==> config.mk <==
export PLATFORM = sky130hd
export DESIGN_NAME = mips_pipeline
export DESIGN_NICKNAME = d
export VERILOG_FILES = /design/src/hdl/mips_pkg.sv /design/src/hdl/stage_link.sv /design/src/hdl/fetch_stage.sv /design/src/hdl/decode_stage.sv /design/src/hdl/regfile.sv /design/src/hdl/execute_stage.sv /design/src/hdl/memory_stage.sv /design/src/hdl/mips_pipeline.sv
export SDC_FILE = /design/constraint.sdc
export NUM_CORES = 2
export LEC_CHECK = 0
export BUFFER_PORTS_ARGS = -buffer_cell sky130_fd_sc_hd__buf_2
export CORE_MARGIN = 2
export CORE_UTILIZATION = 31
export CTS_CLUSTER_SIZE = 28
export DETAILED_ROUTE_END_ITERATION = 10
export HOLD_SLACK_MARGIN = 0.06
export PLACE_DENSITY = 0.58
export SETUP_SLACK_MARGIN = 0.2
export SYNTH_ARGS = -nofsm -noshare
export SYNTH_HDL_FRONTEND = slang
export SYNTH_HIERARCHICAL = 1
export SYNTH_SLANG_ARGS = --single-unit
==> constraint.sdc <==
create_clock -name clk -period 4 [get_ports clk]
set_input_delay 0.4 -clock clk [delete_from_list [all_inputs] [get_ports clk]]
set_output_delay 0.4 -clock clk [all_outputs]
set_load 0.03 [all_outputs]
==> src/hdl/mips_pkg.sv <==
package mips_pkg;

    localparam int xlen = 32;

    typedef logic [4:0] reg_num_t;

    localparam logic [xlen-1:0] nop_inst = '0;
    localparam logic [xlen-1:0] reset_pc = '0;

    // primary opcodes
    localparam logic [5:0] op_rtype = 6'b000000;
    localparam logic [5:0] op_addiu = 6'b001001;
    localparam logic [5:0] op_addi  = 6'b001000;
    localparam logic [5:0] op_andi  = 6'b001100;
    localparam logic [5:0] op_ori   = 6'b001101;
    localparam logic [5:0] op_xori  = 6'b001110;
    localparam logic [5:0] op_slti  = 6'b001010;
    localparam logic [5:0] op_lui   = 6'b001111;
    localparam logic [5:0] op_lw    = 6'b100011;
    localparam logic [5:0] op_sw    = 6'b101011;

    // funct field of r-type words
    localparam logic [5:0] fn_sll  = 6'b000000;
    localparam logic [5:0] fn_srl  = 6'b000010;
    localparam logic [5:0] fn_sra  = 6'b000011;
    localparam logic [5:0] fn_add  = 6'b100000;
    localparam logic [5:0] fn_addu = 6'b100001;
    localparam logic [5:0] fn_sub  = 6'b100010;
    localparam logic [5:0] fn_subu = 6'b100011;
    localparam logic [5:0] fn_and  = 6'b100100;
    localparam logic [5:0] fn_or   = 6'b100101;
    localparam logic [5:0] fn_xor  = 6'b100110;
    localparam logic [5:0] fn_nor  = 6'b100111;
    localparam logic [5:0] fn_slt  = 6'b101010;

    typedef enum logic [3:0] {
        alu_add = 4'd0,
        alu_sub,
        alu_and,
        alu_or,
        alu_xor,
        alu_nor,
        alu_slt,
        alu_sll,
        alu_srl,
        alu_sra,
        alu_lui
    } alu_op_t;

    typedef struct packed {
        logic    reg_write;
        logic    mem_read;
        logic    mem_write;
        logic    alu_src;    // immediate as operand b
        logic    shift_src;  // shamt as operand a
        alu_op_t alu_op;
    } ctrl_t;

    typedef struct packed {
        ctrl_t           ctrl;
        logic [xlen-1:0] rs_data;
        logic [xlen-1:0] rt_data;
        logic [xlen-1:0] immediate;
        logic [xlen-1:0] shift_amount;
        reg_num_t        rd_num;
    } id_ex_t;

    typedef struct packed {
        ctrl_t           ctrl;
        logic [xlen-1:0] alu_result;
        logic [xlen-1:0] rt_data;
        reg_num_t        rd_num;
    } ex_mem_t;

    typedef struct packed {
        logic            reg_write;
        reg_num_t        rd_num;
        logic [xlen-1:0] data;
    } mem_wb_t;

endpackage

==> src/hdl/stage_link.sv <==
`timescale 1ns/1ns

// one pipeline register boundary, payload type set per instance
interface stage_link #(
    parameter type payload_t = logic
);
    logic     valid;
    payload_t payload;
    logic     hold;    // back-pressure from the consumer

    modport source (
        output valid,
        output payload,
        input  hold
    );

    modport sink (
        input  valid,
        input  payload,
        output hold
    );
endinterface

==> src/hdl/fetch_stage.sv <==
`timescale 1ns/1ns

module fetch_stage import mips_pkg::*; (
    input  logic            clk,
    input  logic            rst_n,
    input  logic            hold,
    input  logic [xlen-1:0] inst,
    output logic [xlen-1:0] inst_addr,
    output logic [xlen-1:0] id_inst,
    output logic            id_valid
);
    logic [xlen-1:0] pc;
    logic [xlen-1:0] pc_next;

    assign pc_next   = pc + 32'd4;
    assign inst_addr = pc;   // same address is shown again while held

    always_ff @(posedge clk or negedge rst_n) begin
        if (!rst_n) begin
            pc       <= reset_pc;
            id_valid <= 1'b0;
        end else if (!hold) begin
            pc       <= pc_next;
            id_valid <= 1'b1;
        end
    end

    always_ff @(posedge clk) begin
        if (!hold) begin
            id_inst <= inst;
        end
    end

    a_pc_aligned: assert property (@(posedge clk) disable iff (!rst_n)
        pc[1:0] == 2'b00);

endmodule

==> src/hdl/decode_stage.sv <==
`timescale 1ns/1ns

module decode_stage import mips_pkg::*; (
    input  logic            clk,
    input  logic            rst_n,
    input  logic [xlen-1:0] id_inst,
    input  logic            id_valid,
    input  logic [xlen-1:0] rs_data,
    input  logic [xlen-1:0] rt_data,
    output reg_num_t        rs_num,
    output reg_num_t        rt_num,
    stage_link.source       to_ex
);
    logic [5:0] opcode;
    logic [5:0] funct;
    ctrl_t      ctrl;
    logic       legal;
    logic       zero_ext;
    id_ex_t     id_ex_next;

    assign opcode = id_inst[31:26];
    assign funct  = id_inst[5:0];
    assign rs_num = id_inst[25:21];
    assign rt_num = id_inst[20:16];

    always_comb begin
        ctrl           = '0;
        legal          = 1'b1;
        zero_ext       = 1'b0;
        ctrl.reg_write = 1'b1;
        case (opcode)
            op_rtype: begin
                case (funct)
                    fn_addu, fn_add: ctrl.alu_op = alu_add;   // add runs without overflow trap
                    fn_subu, fn_sub: ctrl.alu_op = alu_sub;
                    fn_and:          ctrl.alu_op = alu_and;
                    fn_or:           ctrl.alu_op = alu_or;
                    fn_xor:          ctrl.alu_op = alu_xor;
                    fn_nor:          ctrl.alu_op = alu_nor;
                    fn_slt:          ctrl.alu_op = alu_slt;
                    fn_sll:          ctrl.alu_op = alu_sll;
                    fn_srl:          ctrl.alu_op = alu_srl;
                    fn_sra:          ctrl.alu_op = alu_sra;
                    default:         legal = 1'b0;
                endcase
            end
            op_addiu, op_addi: ctrl.alu_op = alu_add;
            op_slti:           ctrl.alu_op = alu_slt;
            op_andi: begin
                ctrl.alu_op = alu_and;
                zero_ext    = 1'b1;
            end
            op_ori: begin
                ctrl.alu_op = alu_or;
                zero_ext    = 1'b1;
            end
            op_xori: begin
                ctrl.alu_op = alu_xor;
                zero_ext    = 1'b1;
            end
            op_lui: ctrl.alu_op = alu_lui;
            op_lw:  ctrl.mem_read = 1'b1;
            op_sw: begin
                ctrl.mem_write = 1'b1;
                ctrl.reg_write = 1'b0;
            end
            default: legal = 1'b0;
        endcase
        ctrl.alu_src   = (opcode != op_rtype);
        ctrl.shift_src = (opcode == op_rtype) && (funct inside {fn_sll, fn_srl, fn_sra});
        // the all-zero word goes down as a bubble
        if (id_inst == nop_inst) begin
            legal = 1'b0;
        end
    end

    always_comb begin
        id_ex_next.ctrl         = ctrl;
        id_ex_next.rs_data      = rs_data;
        id_ex_next.rt_data      = rt_data;
        id_ex_next.immediate    = zero_ext ? {16'b0, id_inst[15:0]}
                                           : {{16{id_inst[15]}}, id_inst[15:0]};
        id_ex_next.shift_amount = {{(xlen-5){1'b0}}, id_inst[10:6]};
        id_ex_next.rd_num       = (opcode == op_rtype) ? id_inst[15:11] : id_inst[20:16];
    end

    always_ff @(posedge clk or negedge rst_n) begin
        if (!rst_n) begin
            to_ex.valid <= 1'b0;
        end else if (!to_ex.hold) begin
            to_ex.valid <= id_valid & legal;
        end
    end

    always_ff @(posedge clk) begin
        if (!to_ex.hold) begin
            to_ex.payload <= id_ex_next;
        end
    end

endmodule

==> src/hdl/regfile.sv <==
`timescale 1ns/1ns

module regfile import mips_pkg::*; (
    input  logic            clk,
    input  logic            rst_n,
    input  reg_num_t        rs_num,
    input  reg_num_t        rt_num,
    output logic [xlen-1:0] rs_data,
    output logic [xlen-1:0] rt_data,
    stage_link.sink         from_mem
);
    logic [xlen-1:0] regs [32];
    logic            wr_en;

    assign from_mem.hold = 1'b0;   // writeback always completes
    assign wr_en = from_mem.valid && from_mem.payload.reg_write
                   && (from_mem.payload.rd_num != 5'd0);

    always_ff @(posedge clk or negedge rst_n) begin
        if (!rst_n) begin
            for (int i = 0; i < 32; i++) begin
                regs[i] <= '0;
            end
        end else if (wr_en) begin
            regs[from_mem.payload.rd_num] <= from_mem.payload.data;
        end
    end

    // write data bypasses to a read of the same register in the same cycle
    assign rs_data = (rs_num == 5'd0) ? '0 :
                     (wr_en && from_mem.payload.rd_num == rs_num) ? from_mem.payload.data :
                     regs[rs_num];
    assign rt_data = (rt_num == 5'd0) ? '0 :
                     (wr_en && from_mem.payload.rd_num == rt_num) ? from_mem.payload.data :
                     regs[rt_num];

endmodule

==> src/hdl/execute_stage.sv <==
`timescale 1ns/1ns

module execute_stage import mips_pkg::*; (
    input  logic      clk,
    input  logic      rst_n,
    stage_link.sink   from_id,
    stage_link.source to_mem
);
    logic [xlen-1:0] op_a;
    logic [xlen-1:0] op_b;
    logic [xlen-1:0] result;
    ex_mem_t         ex_mem_next;

    assign from_id.hold = to_mem.hold;

    assign op_a = from_id.payload.ctrl.shift_src ? from_id.payload.shift_amount
                                                 : from_id.payload.rs_data;
    assign op_b = from_id.payload.ctrl.alu_src ? from_id.payload.immediate
                                               : from_id.payload.rt_data;

    always_comb begin
        case (from_id.payload.ctrl.alu_op)
            alu_add: result = op_a + op_b;
            alu_sub: result = op_a - op_b;
            alu_and: result = op_a & op_b;
            alu_or:  result = op_a | op_b;
            alu_xor: result = op_a ^ op_b;
            alu_nor: result = ~(op_a | op_b);
            alu_slt: result = {{(xlen-1){1'b0}}, $signed(op_a) < $signed(op_b)};
            alu_sll: result = op_b << op_a[4:0];
            alu_srl: result = op_b >> op_a[4:0];
            alu_sra: result = $unsigned($signed(op_b) >>> op_a[4:0]);
            alu_lui: result = {op_b[15:0], 16'b0};
            default: result = '0;
        endcase
    end

    always_comb begin
        ex_mem_next.ctrl       = from_id.payload.ctrl;
        ex_mem_next.alu_result = result;
        ex_mem_next.rt_data    = from_id.payload.rt_data;   // store data
        ex_mem_next.rd_num     = from_id.payload.rd_num;
    end

    always_ff @(posedge clk or negedge rst_n) begin
        if (!rst_n) begin
            to_mem.valid <= 1'b0;
        end else if (!to_mem.hold) begin
            to_mem.valid <= from_id.valid;
        end
    end

    always_ff @(posedge clk) begin
        if (!to_mem.hold) begin
            to_mem.payload <= ex_mem_next;
        end
    end

    a_alu_op_legal: assert property (@(posedge clk) disable iff (!rst_n)
        from_id.valid |-> from_id.payload.ctrl.alu_op inside {alu_add, alu_sub, alu_and,
            alu_or, alu_xor, alu_nor, alu_slt, alu_sll, alu_srl, alu_sra, alu_lui});

endmodule

==> src/hdl/memory_stage.sv <==
`timescale 1ns/1ns

module memory_stage import mips_pkg::*; (
    input  logic            clk,
    input  logic            rst_n,
    stage_link.sink         from_ex,
    stage_link.source       to_wb,
    output logic            stall,
    output logic            wb_cyc,
    output logic            wb_stb,
    output logic            wb_we,
    output logic [xlen-1:0] wb_adr,
    output logic [xlen-1:0] wb_wdata,
    input  logic [xlen-1:0] wb_rdata,
    input  logic            wb_ack
);
    logic            mem_req;
    logic            done;       // ack seen, instruction may leave next edge
    logic [xlen-1:0] load_data;
    mem_wb_t         mem_wb_next;

    assign mem_req = from_ex.valid
                     && (from_ex.payload.ctrl.mem_read || from_ex.payload.ctrl.mem_write);

    // bus cycle opens straight from the ex/mem register
    assign wb_cyc   = mem_req && !done;
    assign wb_stb   = wb_cyc;
    assign wb_we    = wb_cyc && from_ex.payload.ctrl.mem_write;
    assign wb_adr   = from_ex.payload.alu_result;
    assign wb_wdata = from_ex.payload.rt_data;

    // high through the ack cycle
    assign stall        = (mem_req && !done) || to_wb.hold;
    assign from_ex.hold = stall;

    always_ff @(posedge clk or negedge rst_n) begin
        if (!rst_n) begin
            done <= 1'b0;
        end else if (wb_cyc && wb_ack) begin
            done <= 1'b1;
        end else if (!stall) begin
            done <= 1'b0;
        end
    end

    always_ff @(posedge clk) begin
        if (wb_cyc && wb_ack && !wb_we) begin
            load_data <= wb_rdata;
        end
    end

    always_comb begin
        mem_wb_next.reg_write = from_ex.payload.ctrl.reg_write;
        mem_wb_next.rd_num    = from_ex.payload.rd_num;
        mem_wb_next.data      = from_ex.payload.ctrl.mem_read ? load_data
                                                              : from_ex.payload.alu_result;
    end

    always_ff @(posedge clk or negedge rst_n) begin
        if (!rst_n) begin
            to_wb.valid <= 1'b0;
        end else if (!to_wb.hold) begin
            to_wb.valid <= from_ex.valid && !stall;   // bubble while the access waits
        end
    end

    always_ff @(posedge clk) begin
        if (!to_wb.hold) begin
            to_wb.payload <= mem_wb_next;
        end
    end

    // a waiting strobe keeps cyc, address and direction
    a_stb_steady: assert property (@(posedge clk) disable iff (!rst_n)
        wb_stb && !wb_ack |=> wb_stb && wb_cyc && $stable(wb_adr) && $stable(wb_we));

    a_cyc_drops: assert property (@(posedge clk) disable iff (!rst_n)
        wb_cyc && wb_ack |=> !wb_cyc);

endmodule

==> src/hdl/mips_pipeline.sv <==
`timescale 1ns/1ns

module mips_pipeline import mips_pkg::*; (
    input  logic            clk,
    input  logic            rst_n,
    output logic [xlen-1:0] inst_addr,
    input  logic [xlen-1:0] inst,
    output logic            wb_cyc,
    output logic            wb_stb,
    output logic            wb_we,
    output logic [xlen-1:0] wb_adr,
    output logic [xlen-1:0] wb_wdata,
    input  logic [xlen-1:0] wb_rdata,
    input  logic            wb_ack
);
    logic [xlen-1:0] id_inst;
    logic            id_valid;
    reg_num_t        rs_num;
    reg_num_t        rt_num;
    logic [xlen-1:0] rs_data;
    logic [xlen-1:0] rt_data;
    logic            stall;

    stage_link #(.payload_t(id_ex_t))  id_ex_link ();
    stage_link #(.payload_t(ex_mem_t)) ex_mem_link ();
    stage_link #(.payload_t(mem_wb_t)) mem_wb_link ();

    fetch_stage fetch0 (
        .clk       (clk),
        .rst_n     (rst_n),
        .hold      (stall),
        .inst      (inst),
        .inst_addr (inst_addr),
        .id_inst   (id_inst),
        .id_valid  (id_valid)
    );

    decode_stage decode0 (
        .clk      (clk),
        .rst_n    (rst_n),
        .id_inst  (id_inst),
        .id_valid (id_valid),
        .rs_data  (rs_data),
        .rt_data  (rt_data),
        .rs_num   (rs_num),
        .rt_num   (rt_num),
        .to_ex    (id_ex_link.source)
    );

    regfile regfile0 (
        .clk      (clk),
        .rst_n    (rst_n),
        .rs_num   (rs_num),
        .rt_num   (rt_num),
        .rs_data  (rs_data),
        .rt_data  (rt_data),
        .from_mem (mem_wb_link.sink)
    );

    execute_stage execute0 (
        .clk     (clk),
        .rst_n   (rst_n),
        .from_id (id_ex_link.sink),
        .to_mem  (ex_mem_link.source)
    );

    memory_stage memory0 (
        .clk      (clk),
        .rst_n    (rst_n),
        .from_ex  (ex_mem_link.sink),
        .to_wb    (mem_wb_link.source),
        .stall    (stall),
        .wb_cyc   (wb_cyc),
        .wb_stb   (wb_stb),
        .wb_we    (wb_we),
        .wb_adr   (wb_adr),
        .wb_wdata (wb_wdata),
        .wb_rdata (wb_rdata),
        .wb_ack   (wb_ack)
    );

endmodule

==> flow_summary_export.csv <==
group,metric,value,unit
outcome,status,"finished, final reports clean",
timing,period_share,94.8,%
cts,clock-sinks,1328,
timing,timing.final.ws_setup,0.208,ns
setup_path,worstPathArrival,4.35,ns
placement,place_ws,-0.0675,ns
power_and_ir_drop,vdd.ir_drop.worst,0.265,mV
setup_path,crit_fanout,7,
global_route,grt_pass1_vias,55200,
worst_hold_path,hold_path_class,"in2async",
cts,clk_latency,0.82,ns
drt,viasPerCell,5.91,
drt,routed_wl,291000,um
global_route,grt_usage,22.8,%
global_route,grt_pass1_wl,414000,um
cts,cts_buffers,147,
finish,drive_gt1_share,39.6,%
timing,finalHoldViolations,0,
timing,rsz0062_at_grt,"true",
finish,areaGrowthSynthToFinish,15.7,%
drt,wire_per_inst,31.1,um
floorplan,fp-row-count,181,
drt,ant_nets,0,
timing,fmax,0.264,GHz
timing,post-route-min-period,3.79,ns
placement,gp_congestion,0.973,
synth,avgSynthCellArea,12.9,um2
timing,finalClockSkew,0.0316,ns
setup_path,worst-setup-path-type,"reg2reg",
drt,num_vias,55200,
floorplan,ios,166,
placement,dp_hpwl,190000,um
timing,setup_violations,0,
drt,detail_route.iter0.violations,6482,
synth,yosysWarnings,6,
global_route,antenna_found_initial,20,
cts,clock_path_buffers,3,
global_route,grt_max_degree,121,
floorplan,initial_core_util,31.2,%
drt,firstDrtPassIters,9,
drt,drt_drc_violations_left,0,
power_and_ir_drop,leakagePower,38.5,nW
setup_path,crit_required,4.56,ns
setup_path,worstSetupEndpointType,"register",
timing,slew_viol_final,0,
power_and_ir_drop,power_density,444,nW/um2
timing,slew-limit-headroom,7.74,%
global_route,grt_remaining_overflow,0,
finish,final_util,36.1,%
cts,clk_pin_slew,0.06,ns
cts,h-tree-depth,4,
synth,syn_area,75700,um2
synth,synthCells,5878,
cts,cts_root_buffer,"clkbuf_16",
timing,tightest_slew,1.38,ns
job,max-cap-violations,0,
finish,final_nets,6190,
floorplan,die_w,498,um
floorplan,die_h,498,um
floorplan,core_area,243000,um2
placement,port-buffer-count,163,
setup_path,start_kind,"register",
cts,cts_tree,"done",
floorplan,die-area,248000,um2
## where the power goes
group	switching (W)	internal, W
clock network	0.00597	0.00767
logic	0.00529	0.00363
registers	0.00126	0.0151
total	0.0125	0.0264
## worst max-delay path, stage by stage, from the launching register on
cell	delay, ns
edfxtp_1	0.34
buf_6	0.16
buf_12	0.16
mux2i_4	0.26
ha_1	0.28
buf_4	0.17
nor2b_2	0.16
o31a_1	0.29
o2111a_2	0.32
o2111ai_4	0.31
a211oi_4	0.14
o32a_1	0.35
a221o_1	0.35
a21oi_1	0.13
o21ai_1	0.11
## worst paths after layout
path                       slack (ns)                       start                     endpoint  depth (start not counted)
setup / recovery                 0.21  decode0/to_ex.payload[137]  execute0/to_mem.payload[65]                         14
hold / removal                   0.22                       rst_n           regfile0/regs[119]                          2
setup reg to reg                 0.21  decode0/to_ex.payload[137]  execute0/to_mem.payload[65]                         14
hold reg to reg                  0.40         regfile0/regs[1002]          regfile0/regs[1002]                          0
max in group asynchronous        2.60                       rst_n           regfile0/regs[104]                          4
min in group clk                 0.30                wb_rdata[29]        memory0/load_data[29]                          2
## flip-flops by register name, summed over array words and instances (netlist names), 30 cells and up
register and cells:
fetch0/inst_addr 30, memory0/to_wb.payload 38, regfile0/regs 1024, decode0/to_ex.payload 95, fetch0/id_inst 32, execute0/to_mem.payload 72, memory0/load_data 32
## cells in the final DEF (no fill, tap or decap), types with 67 or more instances in the layout
cell type / count
a21oi_1: 192
a221oi_1: 67
buf_12: 77
buf_2: 162
buf_4: 341
clkbuf_16: 148
dfrtp_1: 1059
edfxtp_1: 269
ha_1: 88
inv_1: 100
mux2_2: 1040
mux2i_1: 415
mux4_2: 381
nand2_1: 207
nor2_1: 253
o21ai_0: 130
o221ai_1: 72
## stage by stage
| step | TNS (ns) | hold WS, ns | power [W] | area (um2) | cells |
|---|---|---|---|---|---|
| 5_1_grt | 0 | 0.273 | 0.0403 | 87600 | 9347 |
| 3_3_place_gp | -0.168 | 0.376 | 0.0249 | 81600 | 8999 |
| 6_report | 0 | 0.217 | 0.0389 | 87600 | 9349 |
| 3_5_place_dp | -0.0950 | 0.383 | 0.0250 | 81600 | 8999 |
| 4_1_cts | 0 | 0.229 | 0.0389 | 87400 | 9342 |
| 2_1_floorplan | 0 | 0.104 | 0.0216 | 75900 | 5905 |
## cell type report
type	instances	area, um2
Multi-Input combinational cell	3779	38100
Fill cell	23300	155000
Sequential cell	1328	34600
Inverter	113	428
Clock inverter	53	569
Antenna cell	3	7.51
Timing Repair Buffer	655	5700
Clock buffer	216	4230
Tap cell	3202	4010
## what timing repair did
item	in CTS	in global routing
endpoints found under the setup margin	15	19
resized for setup	44	61
setup buffers	7	4
hold endpoints to repair	171	0
hold buffers	66	0
gates cloned	1	0
pin swaps	13	15
## routing by layer
metal | wire length [um] | track usage, % | vias up
met2 | 132000 | 35.5 | 2774
met1 | 120000 | 30.5 | 29200
met5 | 76 | 0 | -
li1 | - | - | 22500
met4 | 14600 | 10.2 | 12
met3 | 25100 | 4.77 | 705
Note: power is estimated with default switching activity, not from simulation.
